### src/hdl/sa_pkg.sv
package sa_pkg;

  localparam int grid_n = 4;
  localparam int act_w = 8;
  localparam int wgt_w = 8;
  localparam int acc_w = 24;

  // the last product reaches cell (n-1,n-1) after 2n-1 edges, plus margin for the result.
  localparam int drain_cycles = 2 * grid_n + 1;

  localparam int feed_cnt_w = $clog2(grid_n + 1);
  localparam int drain_cnt_w = $clog2(drain_cycles + 1);

  typedef logic [act_w-1:0] act_t;          // activations are unsigned.
  typedef logic signed [wgt_w-1:0] wgt_t;   // weights are two's complement.
  typedef logic signed [acc_w-1:0] acc_t;

  typedef struct packed {
    logic valid;
    act_t data;
  } act_tok_t;

  typedef struct packed {
    logic valid;
    wgt_t data;
  } wgt_tok_t;

  // one column of A, element i is A[i][k].
  typedef act_t [grid_n-1:0] act_vec_t;

  // one row of B, element j is B[k][j].
  typedef wgt_t [grid_n-1:0] wgt_vec_t;

  typedef act_tok_t [grid_n-1:0] act_tok_vec_t;
  typedef wgt_tok_t [grid_n-1:0] wgt_tok_vec_t;

  // indexed as result[i][j], row first.
  typedef acc_t [grid_n-1:0][grid_n-1:0] result_t;

endpackage

### src/hdl/mac_pe.sv
`timescale 1ns/1ps

module mac_pe (
  input  logic             clk,
  input  logic             nrst,
  input  logic             clr_acc,
  input  sa_pkg::act_tok_t a_in,
  input  sa_pkg::wgt_tok_t b_in,
  output sa_pkg::act_tok_t a_out,
  output sa_pkg::wgt_tok_t b_out,
  output sa_pkg::acc_t     acc
);

  localparam int prod_w = sa_pkg::act_w + sa_pkg::wgt_w + 1;

  logic signed [sa_pkg::act_w:0] a_ext;
  logic signed [prod_w-1:0]      prod;
  logic                          both_valid;

  assign a_ext      = {1'b0, a_in.data};   // zero-extend so the activation stays positive.
  assign prod       = a_ext * b_in.data;
  assign both_valid = a_in.valid && b_in.valid;

  always_ff @(posedge clk, negedge nrst)
  begin
    if (!nrst)
    begin
      a_out <= '0;
      b_out <= '0;
      acc   <= '0;
    end
    else
    begin
      a_out <= a_in;
      b_out <= b_in;
      if (clr_acc)
      begin
        acc <= '0;                         // a new tile wins over a late product.
      end
      else if (both_valid)
      begin
        acc <= acc + {{(sa_pkg::acc_w - prod_w){prod[prod_w-1]}}, prod};
      end
    end
  end

endmodule

### src/hdl/mm_sequencer.sv
`timescale 1ns/1ps

module mm_sequencer (
  input  logic clk,
  input  logic nrst,
  input  logic start,
  input  logic feed_en,
  output logic feed_ok,
  output logic clr_acc,
  output logic done
);

  logic                           tile_open;
  logic [sa_pkg::feed_cnt_w-1:0]  feed_cnt;
  logic [sa_pkg::drain_cnt_w-1:0] drain_cnt;
  logic                           last_feed;
  logic                           drain_end;

  // a feed in the start cycle belongs to neither tile, so it is dropped.
  assign feed_ok = feed_en && tile_open && !start &&
                   (feed_cnt < sa_pkg::feed_cnt_w'(sa_pkg::grid_n));

  assign last_feed = feed_ok && (feed_cnt == sa_pkg::feed_cnt_w'(sa_pkg::grid_n - 1));
  assign drain_end = (drain_cnt == sa_pkg::drain_cnt_w'(1));
  assign clr_acc   = start;                // the grid clears on the start edge.

  always_ff @(posedge clk, negedge nrst)
  begin
    if (!nrst)
    begin
      tile_open <= 1'b0;
      feed_cnt  <= '0;
      drain_cnt <= '0;
      done      <= 1'b0;
    end
    else
    begin
      done <= drain_end && !start;
      if (start)
      begin
        tile_open <= 1'b1;
        feed_cnt  <= '0;
        drain_cnt <= '0;                   // a restart drops any pending done.
      end
      else
      begin
        if (feed_ok)
        begin
          feed_cnt <= feed_cnt + 1'b1;
        end
        if (last_feed)
        begin
          drain_cnt <= sa_pkg::drain_cnt_w'(sa_pkg::drain_cycles);
        end
        else if (drain_cnt != '0)
        begin
          drain_cnt <= drain_cnt - 1'b1;
        end
        if (drain_end)
        begin
          tile_open <= 1'b0;
        end
      end
    end
  end

endmodule

### src/hdl/pe_grid.sv
`timescale 1ns/1ps

module pe_grid (
  input  logic                 clk,
  input  logic                 nrst,
  input  logic                 clr_acc,
  input  sa_pkg::act_tok_vec_t a_edge,
  input  sa_pkg::wgt_tok_vec_t b_edge,
  output sa_pkg::result_t      acc_all
);

  // one extra column and row catch the outputs at the far edges.
  sa_pkg::act_tok_t a_h [sa_pkg::grid_n][sa_pkg::grid_n+1];
  sa_pkg::wgt_tok_t b_v [sa_pkg::grid_n+1][sa_pkg::grid_n];

  for (genvar i = 0; i < sa_pkg::grid_n; i++)
  begin : g_left
    assign a_h[i][0] = a_edge[i];
  end

  for (genvar j = 0; j < sa_pkg::grid_n; j++)
  begin : g_top
    assign b_v[0][j] = b_edge[j];
  end

  for (genvar i = 0; i < sa_pkg::grid_n; i++)
  begin : g_row
    for (genvar j = 0; j < sa_pkg::grid_n; j++)
    begin : g_col
      mac_pe u_pe (
        .clk     (clk),
        .nrst    (nrst),
        .clr_acc (clr_acc),
        .a_in    (a_h[i][j]),
        .b_in    (b_v[i][j]),
        .a_out   (a_h[i][j+1]),         // to the right neighbour.
        .b_out   (b_v[i+1][j]),         // to the cell below.
        .acc     (acc_all[i][j])
      );
    end
  end

endmodule

### src/hdl/skew_bank.sv
`timescale 1ns/1ps

module skew_bank #(
  parameter type tok_t = logic
) (
  input  logic                       clk,
  input  logic                       nrst,
  input  tok_t [sa_pkg::grid_n-1:0]  din,
  output tok_t [sa_pkg::grid_n-1:0]  dout
);

  tok_t [sa_pkg::grid_n-1:0] din_q;

  always_ff @(posedge clk, negedge nrst)
  begin
    if (!nrst)
    begin
      din_q <= '0;
    end
    else
    begin
      din_q <= din;                        // common first stage for all lanes.
    end
  end

  // lane i lags lane 0 by i cycles, giving the diagonal wavefront.
  for (genvar i = 0; i < sa_pkg::grid_n; i++)
  begin : g_lane
    skew_lane #(
      .tok_t (tok_t),
      .depth (i)
    ) u_lane (
      .clk  (clk),
      .nrst (nrst),
      .din  (din_q[i]),
      .dout (dout[i])
    );
  end

endmodule

### src/hdl/skew_lane.sv
`timescale 1ns/1ps

module skew_lane #(
  parameter type tok_t = logic,
  parameter int depth = 1
) (
  input  logic clk,
  input  logic nrst,
  input  tok_t din,
  output tok_t dout
);

  generate
    if (depth == 0)
    begin : g_wire
      assign dout = din;
    end
    else
    begin : g_chain
      tok_t stage [depth];

      always_ff @(posedge clk, negedge nrst)
      begin
        if (!nrst)
        begin
          for (int s = 0; s < depth; s++)
          begin
            stage[s] <= '0;                 // no stale valid after reset.
          end
        end
        else
        begin
          stage[0] <= din;
          for (int s = 1; s < depth; s++)
          begin
            stage[s] <= stage[s-1];
          end
        end
      end

      assign dout = stage[depth-1];
    end
  endgenerate

endmodule

### src/hdl/systolic_mm_top.sv
`timescale 1ns/1ps

module systolic_mm_top (
  input  logic             clk,
  input  logic             nrst,
  input  logic             start,
  input  logic             feed_en,
  input  sa_pkg::act_vec_t a_col,
  input  sa_pkg::wgt_vec_t b_row,
  output logic             done,
  output sa_pkg::result_t  result
);

  logic                 feed_ok;
  logic                 clr_acc;
  sa_pkg::act_tok_vec_t a_tok;
  sa_pkg::wgt_tok_vec_t b_tok;
  sa_pkg::act_tok_vec_t a_edge;
  sa_pkg::wgt_tok_vec_t b_edge;

  mm_sequencer u_seq (
    .clk     (clk),
    .nrst    (nrst),
    .start   (start),
    .feed_en (feed_en),
    .feed_ok (feed_ok),
    .clr_acc (clr_acc),
    .done    (done)
  );

  // the valid bit rides along with every element through the skew.
  for (genvar i = 0; i < sa_pkg::grid_n; i++)
  begin : g_tok
    assign a_tok[i] = '{valid: feed_ok, data: a_col[i]};
    assign b_tok[i] = '{valid: feed_ok, data: b_row[i]};
  end

  skew_bank #(
    .tok_t (sa_pkg::act_tok_t)
  ) u_row_bank (
    .clk  (clk),
    .nrst (nrst),
    .din  (a_tok),
    .dout (a_edge)
  );

  skew_bank #(
    .tok_t (sa_pkg::wgt_tok_t)
  ) u_col_bank (
    .clk  (clk),
    .nrst (nrst),
    .din  (b_tok),
    .dout (b_edge)
  );

  pe_grid u_grid (
    .clk     (clk),
    .nrst    (nrst),
    .clr_acc (clr_acc),
    .a_edge  (a_edge),
    .b_edge  (b_edge),
    .acc_all (result)
  );

endmodule

### config.mk
export PLATFORM = sky130hd
export DESIGN_NAME = systolic_mm_top
export DESIGN_NICKNAME = d
export VERILOG_FILES = /design/src/hdl/sa_pkg.sv /design/src/hdl/mac_pe.sv /design/src/hdl/mm_sequencer.sv /design/src/hdl/pe_grid.sv /design/src/hdl/skew_bank.sv /design/src/hdl/skew_lane.sv /design/src/hdl/systolic_mm_top.sv
export SDC_FILE = /design/constraint.sdc
export NUM_CORES = 2
export LEC_CHECK = 0
export BUFFER_PORTS_ARGS = -buffer_cell sky130_fd_sc_hd__buf_4
export CAP_MARGIN = 20
export CELL_PAD_IN_SITES_DETAIL_PLACEMENT = 1
export CELL_PAD_IN_SITES_GLOBAL_PLACEMENT = 1
export CORE_MARGIN = 2
export CORE_UTILIZATION = 45
export CTS_BUF_LIST = sky130_fd_sc_hd__clkbuf_16
export CTS_CLUSTER_SIZE = 25
export DETAILED_ROUTE_END_ITERATION = 8
export HOLD_SLACK_MARGIN = 0.12
export PLACE_DENSITY_LB_ADDON = 0.1
export SYNTH_ARGS = -nofsm -noshare
export SYNTH_HDL_FRONTEND = slang
export SYNTH_HIERARCHICAL = 1
export SYNTH_SLANG_ARGS = --single-unit
### constraint.sdc
create_clock -name clk -period 5.9 [get_ports clk]
set_input_delay 0.59 -clock clk [delete_from_list [all_inputs] [get_ports clk]]
set_output_delay 0.59 -clock clk [all_outputs]
set_load 0.01 [all_outputs]
Yosys cells after proc, flatten, opt, wreduce, memory -nomap -nowiden
Index checks and enable logic that the tools add are counted.
Widths: inputs -> output; s select.
- add/sub/neg operators: 18
- multipliers: 16
- div/mod/pow operators: 0
- order comparisons: 1
- equality and inequality tests: 2
- shifts and indexed selects: 0
- multiplexer cells: 39
- bitwise logic cells: 0
- reductions and logical operators: 17
- operators by type and width (cell ; number):
    $mux 24 ; 32
    $add 24x24->24 ; 16
    $mul 9x8->17 ; 16
    $reduce_bool 2->1 ; 9
    $mux 4 ; 3
    $mux 3 ; 2
    $logic_and 1x1->1 ; 5
    $eq 4x1->1 const B ; 1
    $reduce_bool 4->1 ; 1
    $sub 4x1->4 const B ; 1
    $add 3x1->3 const B ; 1
    $eq 3x2->1 const B ; 1
    $lt 3x3->1 const B ; 1
    $reduce_bool 3->1 ; 1
    $mux 1 ; 2
    $logic_not 1->1 ; 1
- flip-flop bits (word level): 752
- bits in latches: 0
- memory bits (writable): 0
- memory bits (read-only): 0
- bits of input ports: 68
- output and inout bits: 385
- logic and storage cells: 164
- memories kept: 0

Logic depth before layout (Yosys ltp)
- depth in word-level cells: 6
- depth in mapped cells: 30
- mapped depth without buffers: 29

By module
The synthesis kept the hierarchy.
- by module, submodules not included (module ; times used ; cells each ; area an instance (µm²) ; seq. area each (µm²)):
    mac_pe at u_grid.g_row[0].g_col[0].u_pe ... ; 6 ; 554 ; 4929.7 ; 1051.0
    mac_pe at u_grid.g_row[2].g_col[3].u_pe ... ; 5 ; 560 ; 4947.2 ; 1051.0
    mac_pe at u_grid.g_row[1].g_col[3].u_pe ... ; 3 ; 519 ; 4719.5 ; 1051.0
    mac_pe at u_grid.g_row[1].g_col[2].u_pe ; 1 ; 521 ; 4713.3 ; 1051.0
    mac_pe at u_grid.g_row[2].g_col[2].u_pe ; 1 ; 510 ; 4712.0 ; 1051.0
    skew_bank ; 2 ; 36 ; 900.9 ; 900.9
    skew_lane at u_col_bank.g_lane[3].u_lane ... ; 2 ; 36 ; 743.2 ; 675.6
    skew_lane at u_col_bank.g_lane[2].u_lane ... ; 2 ; 27 ; 518.0 ; 450.4
    mm_sequencer ; 1 ; 44 ; 465.4 ; 225.2
    skew_lane at u_col_bank.g_lane[1].u_lane ... ; 2 ; 9 ; 225.2 ; 225.2
    skew_lane at u_col_bank.g_lane[0].u_lane ... ; 2 ; 9 ; 67.6 ; 0.0

Worst setup path after synthesis
Ideal clock, no wire load.
- path type: register to register
- start: register u_grid/g_row[0].g_col[2].u_pe/b_out[7] in the netlist's numbering
- end: register u_grid.g_row[1].g_col[2].u_pe.acc[23]
- setup time: 0.120 ns
- arrival time: 6.228 ns
- required time: 5.780 ns
- path slack: -0.448 ns
- cell stages (with the launch flop): 26
- buffers on the path: 0
- clock period less this slack: 6.348 ns
- cell sequence: dfrtp_1 > inv_1 > nor2_1 > fa_1 > fa_1 > fa_1 > inv_1 > fa_1 > inv_1 > ha_1 > or3_1 > o21ai_0 > a21oi_2 > a211o_2 > o31ai_4 > xnor2_1 > ha_1 > and3_1 > or2_0 > o22ai_1 > inv_1 > o211a_1 > o31ai_2 > xnor2_2 > a21oi_1 > a31o_1
- word-level cells in the longest chain between the ends: 4
- RTL lines (item ; RTL line ; source):
    start: declaration ; mac_pe.sv:10 ; output sa_pkg::wgt_tok_t b_out,
    start signal: assignment ; mac_pe.sv:35 ; b_out <= b_in;
    $mul 9x8->17 ; mac_pe.sv:21 ; assign prod = a_ext * b_in.data;
    $add 24x24->24 ; mac_pe.sv:42 ; acc <= acc + {{(sa_pkg::acc_w - prod_w){prod[prod_w-1]}}, prod};
    $mux 24 ; mac_pe.sv:40 ; else if (both_valid)
    $mux 24 ; mac_pe.sv:36 ; if (clr_acc)
    end signal: assignment ; mac_pe.sv:42 ;
    end: declaration ; mac_pe.sv:11 ; output sa_pkg::acc_t acc
Every way passes these cells. The select of a mux whose other input is x is not followed.
A chain may end at the register's enable or synchronous reset.

Worst setup path after layout
- start: register u_grid/g_row[2].g_col[1].u_pe/a_out[3] in the netlist's numbering
- end: register u_grid.g_row[2].g_col[2].u_pe.acc[23]
- word-level cells in the longest chain between the ends: 4
- RTL lines (item ; RTL line ; source):
    start: declaration ; mac_pe.sv:9 ; output sa_pkg::act_tok_t a_out,
    start signal: assignment ; mac_pe.sv:34 ; a_out <= a_in;
    $mul 9x8->17 ; mac_pe.sv:21 ;
    $add 24x24->24 ; mac_pe.sv:42 ;
    $mux 24 ; mac_pe.sv:40 ;
    $mux 24 ; mac_pe.sv:36 ;
    end signal: assignment ; mac_pe.sv:42 ;
    end: declaration ; mac_pe.sv:11 ;
Every way passes these cells. The select of a mux whose other input is x is not followed.

==> impl_summary.log <==
[metrics] run status: finished with violations
[metrics] failing checks: setup timing
[metrics] net total in the final layout: 12,500
[metrics] number of ports placed on the die boundary: 453
[metrics] worst-case clock skew: 0.0493 ns
[metrics] final wirelength: 286,000 µm
[metrics] actual transition at the worst max-transition pin: 1.20 ns
[metrics] vias in the first global route: 80,100
[metrics] std cell rows: 156
[metrics] number of H-tree branching levels: 3
[metrics] Critical Path Start Type: flop
[metrics] total instance count after detailed placement: 12,600
[metrics] clock network fraction of total power: 16.0%
[metrics] RePlAce Congestion: 0.900
[metrics] post-route setup slack: -0.439 ns
[metrics] synthesized netlist net count: 10,700
[metrics] share of the core filled with cells: 60.2%
[metrics] net switching component of the power: 19,200 µW
[metrics] routed via count: 73,200
[metrics] area inside the core boundary: 0.180 mm²
[metrics] worst vdd ir: 303 µV
[metrics] count of buffers inserted at the top-level ports: 452
[metrics] sinks on the clock net: 789
[metrics] maximum fanout along the worst path: 7
[metrics] crit end category: flop
[metrics] ratio of cells with drive above 1 in the final layout: 32.0%
[metrics] remaining routing DRC violations: 0
[metrics] post-detailed-route via-to-cell ratio: 5.55
[metrics] Post-Layout Inst Area: 0.109 mm²
[metrics] max-slew headroom at the worst pin: 19.7%
[metrics] slack of the worst reg-to-reg path: -0.44 ns
[metrics] number of nets with antenna violations after routing: 0
[metrics] initial antenna violation count: 7
[metrics] type of the most critical hold path: reg -> reg
[metrics] maximum buffer depth of the clock tree: 3
[metrics] area of placed instances: 0.0950 mm²
[metrics] router iterations before antenna repair: 7
[metrics] latest clock arrival within the worst-skew pair: 0.78 ns
[metrics] Post-Syn Area per Cell: 9.14 µm²
[metrics] Synth Warn #: 6
[metrics] DIE WIDTH: 430 µm
[metrics] MaxCap Viol Count: 0
[metrics] Num CTS Buffers: 105
[metrics] arrival time at the worst endpoint: 6.98 ns
[metrics] power density of the placed cells: 393 mW/mm²
[metrics] root buffer selected by CTS: sky130_fd_sc_hd__clkbuf_16
[metrics] routed wirelength normalized by instance count: 21.7 µm
[metrics] post-route clock period utilization: 107%
[metrics] final number of hold-violating endpoints: 0
[metrics] Post-Layout Cell Count: 13,200
[metrics] total grt overflow: 0
[metrics] design internal power: 23,500 µW
[metrics] Final setup violation count: 33
[metrics] Max Freq: 0.158 GHz
[metrics] netlist area before placement: 0.0815 mm²
[metrics] height of the die: 430 µm
[metrics] register clock-pin slew on the reported worst setup and hold paths: 0.06 ns
[metrics] sum of net half-perimeters after detailed placement: 210,000 µm
[metrics] total power after layout: 42,700 µW
[metrics] relative contribution of sequential cells to total power: 14.8%
[metrics] All-Layer GR Usage: 29.0%
[metrics] start-to-end type of the worst setup path: reg -> reg
[metrics] initial cell density of the core: 45.2%
[metrics] proportion of power drawn by combinational gates: 69.2%
[metrics] number of fill cells in the layout: 20,100
[metrics] RSZ-0062 raised after global routing: true
[metrics] switching share of power: 44.9%
[metrics] data required time at the worst endpoint: 6.54 ns
[metrics] Leakage Power: 0.0535 µW
[metrics] Syn-to-layout area delta: 33.4%
[metrics] die area: 0.184 mm²
[metrics] global-route wire length before repair: 433,000 µm
[metrics] Total Neg Setup Slack: -4.44 ns
[metrics] max-slew violations: 0
[metrics] number of cells produced by synthesis: 8,918
[metrics] count of routing violations after the opening detailed-route iteration: 3,192
[metrics] clock tree from TritonCTS: built
[metrics] min Tclk post-route: 6.34 ns
[metrics] largest net degree at the start of global routing: 140
[metrics by stage]
stage	hold WS, ns	worst slack (ns)
2_1_floorplan	0.294	-0.0552
3_3_place_gp	0.331	-0.344
3_5_place_dp	0.336	-0.472
4_1_cts	0.339	-0.342
5_1_grt	0.347	-0.733
6_report	0.339	-0.439
[routing by layer]
metal	global-route usage (%)	part of all wire, %	vias to the layer above	wire [µm]
met1	33.9	39	37400	112000
li1	-	-	33900	-
met4	11.1	4.6	2	13000
met2	54.3	54	1302	153000
met3	2.86	2.8	553	7880
met5	0	0.0045	-	13
[what timing repair did]
| action | in CTS | in global routing |
|---|---|---|
| hold buffers | 66 | 0 |
| cloned | 1 | 0 |
| gates resized for setup | 486 | 1092 |
| pin swaps | 277 | 745 |
| hold endpoints to repair | 138 | 0 |
| setup endpoints to repair | 115 | 164 |
| setup buffers | 159 | 202 |
[power groups by stage]
stage | registers, µW | clock network, µW | logic, µW
floorplan | 6210 | 0 | 15200
global placement | 6380 | 0 | 22900
detailed placement | 6400 | 0 | 23800
CTS | 6310 | 6990 | 25100
global route | 6360 | 7180 | 32200
finish | 6320 | 6840 | 29500
[layout by cell type, fill, tap and decap left out, types with 68 or more instances in the layout]
| master | n |
|---|---|
| sky130_fd_sc_hd__buf_4 | 1706 |
| sky130_fd_sc_hd__inv_1 | 983 |
| sky130_fd_sc_hd__nand2_1 | 871 |
| sky130_fd_sc_hd__ha_1 | 871 |
| sky130_fd_sc_hd__and2_1 | 627 |
| sky130_fd_sc_hd__dfrtp_1 | 619 |
| sky130_fd_sc_hd__fa_1 | 565 |
| sky130_fd_sc_hd__a21oi_1 | 470 |
| sky130_fd_sc_hd__nor2_1 | 366 |
| sky130_fd_sc_hd__xnor2_1 | 196 |
| sky130_fd_sc_hd__a21o_1 | 180 |
| sky130_fd_sc_hd__dfrtp_2 | 170 |
| sky130_fd_sc_hd__o21ai_0 | 162 |
| sky130_fd_sc_hd__nand3_1 | 161 |
| sky130_fd_sc_hd__ha_4 | 154 |
| sky130_fd_sc_hd__a21oi_2 | 153 |
| sky130_fd_sc_hd__buf_6 | 150 |
| sky130_fd_sc_hd__nor3_1 | 142 |
| sky130_fd_sc_hd__xor2_1 | 123 |
| sky130_fd_sc_hd__clkbuf_16 | 105 |
| sky130_fd_sc_hd__inv_2 | 105 |
| sky130_fd_sc_hd__o21ai_2 | 76 |
| sky130_fd_sc_hd__and2_4 | 73 |
| sky130_fd_sc_hd__nand2b_1 | 68 |
[worst max-delay path, cell delays in order (launching register included)]
cell                       delay (ns)
sky130_fd_sc_hd__dfrtp_2         0.43
sky130_fd_sc_hd__buf_6           0.13
sky130_fd_sc_hd__buf_6           0.10
sky130_fd_sc_hd__and2_4          0.13
sky130_fd_sc_hd__fa_1            0.49
sky130_fd_sc_hd__fa_1            0.53
sky130_fd_sc_hd__fa_1            0.53
sky130_fd_sc_hd__inv_2           0.05
sky130_fd_sc_hd__fa_1            0.50
sky130_fd_sc_hd__inv_2           0.05
sky130_fd_sc_hd__ha_4            0.22
sky130_fd_sc_hd__o21ai_2         0.08
sky130_fd_sc_hd__o21ai_2         0.09
sky130_fd_sc_hd__a21o_1          0.18
sky130_fd_sc_hd__a211oi_2        0.32
sky130_fd_sc_hd__a21oi_2         0.15
sky130_fd_sc_hd__xnor2_4         0.15
sky130_fd_sc_hd__buf_12          0.17
sky130_fd_sc_hd__ha_4            0.26
sky130_fd_sc_hd__nand2_1         0.14
sky130_fd_sc_hd__o21ai_2         0.08
sky130_fd_sc_hd__a221o_1         0.31
sky130_fd_sc_hd__a221o_1         0.34
sky130_fd_sc_hd__a31oi_2         0.18
sky130_fd_sc_hd__nand2_1         0.08
sky130_fd_sc_hd__mux2i_1         0.18
sky130_fd_sc_hd__mux2_1          0.33
[sequential cells by signal, summed over array words and instances (netlist names), 27 cells and up]
signal and count:
u_row_bank/g_lane.u_lane/g_chain.stage 27, u_grid/g_row.g_col.u_pe/b_out 108, u_grid/g_row.g_col.u_pe/a_out 108, u_col_bank/g_lane.u_lane/g_chain.stage 27
u_col_bank/din_q 36, u_col_bank/g_lane.u_lane/dout 27, u_row_bank/g_lane.u_lane/dout 27, u_grid/g_row.g_col.u_pe/acc 384
u_row_bank/din_q 36
[final timing paths]
check,end,depth (start not counted),from
setup / recovery,u_grid/g_row[2].g_col[2].u_pe/acc[23],26,u_grid/g_row[2].g_col[1].u_pe/a_out[3]
hold / removal,u_col_bank/g_lane[2].u_lane/dout[1],0,u_col_bank/g_lane[2].u_lane/g_chain.stage[10]
setup reg to reg,u_grid/g_row[2].g_col[2].u_pe/acc[23],26,u_grid/g_row[2].g_col[1].u_pe/a_out[3]
hold reg to reg,u_col_bank/g_lane[2].u_lane/dout[1],0,u_col_bank/g_lane[2].u_lane/g_chain.stage[10]
max in group asynchronous,u_grid/g_row[2].g_col[3].u_pe/b_out[4],4,nrst
min in group asynchronous,u_grid/g_row[3].g_col[2].u_pe/acc[23],2,nrst
[layout make-up]
class / instances / area, µm² / share of cell area [%]
multi-input cells: 6803 / 62400 / 57.4
flip-flops and latches: 789 / 20000 / 18.4
repair buffers: 1944 / 15600 / 14.4
inverters: 1082 / 4100 / 3.77
well taps: 2370 / 2970 / 2.73
clock buffers: 105 / 2630 / 2.42
clock inverters: 93 / 977 / 0.899
diodes: 5 / 12.5 / 0.0115
repair inverters: 1 / 7.51 / 0.00691
Power figures use the tool's default switching activity.
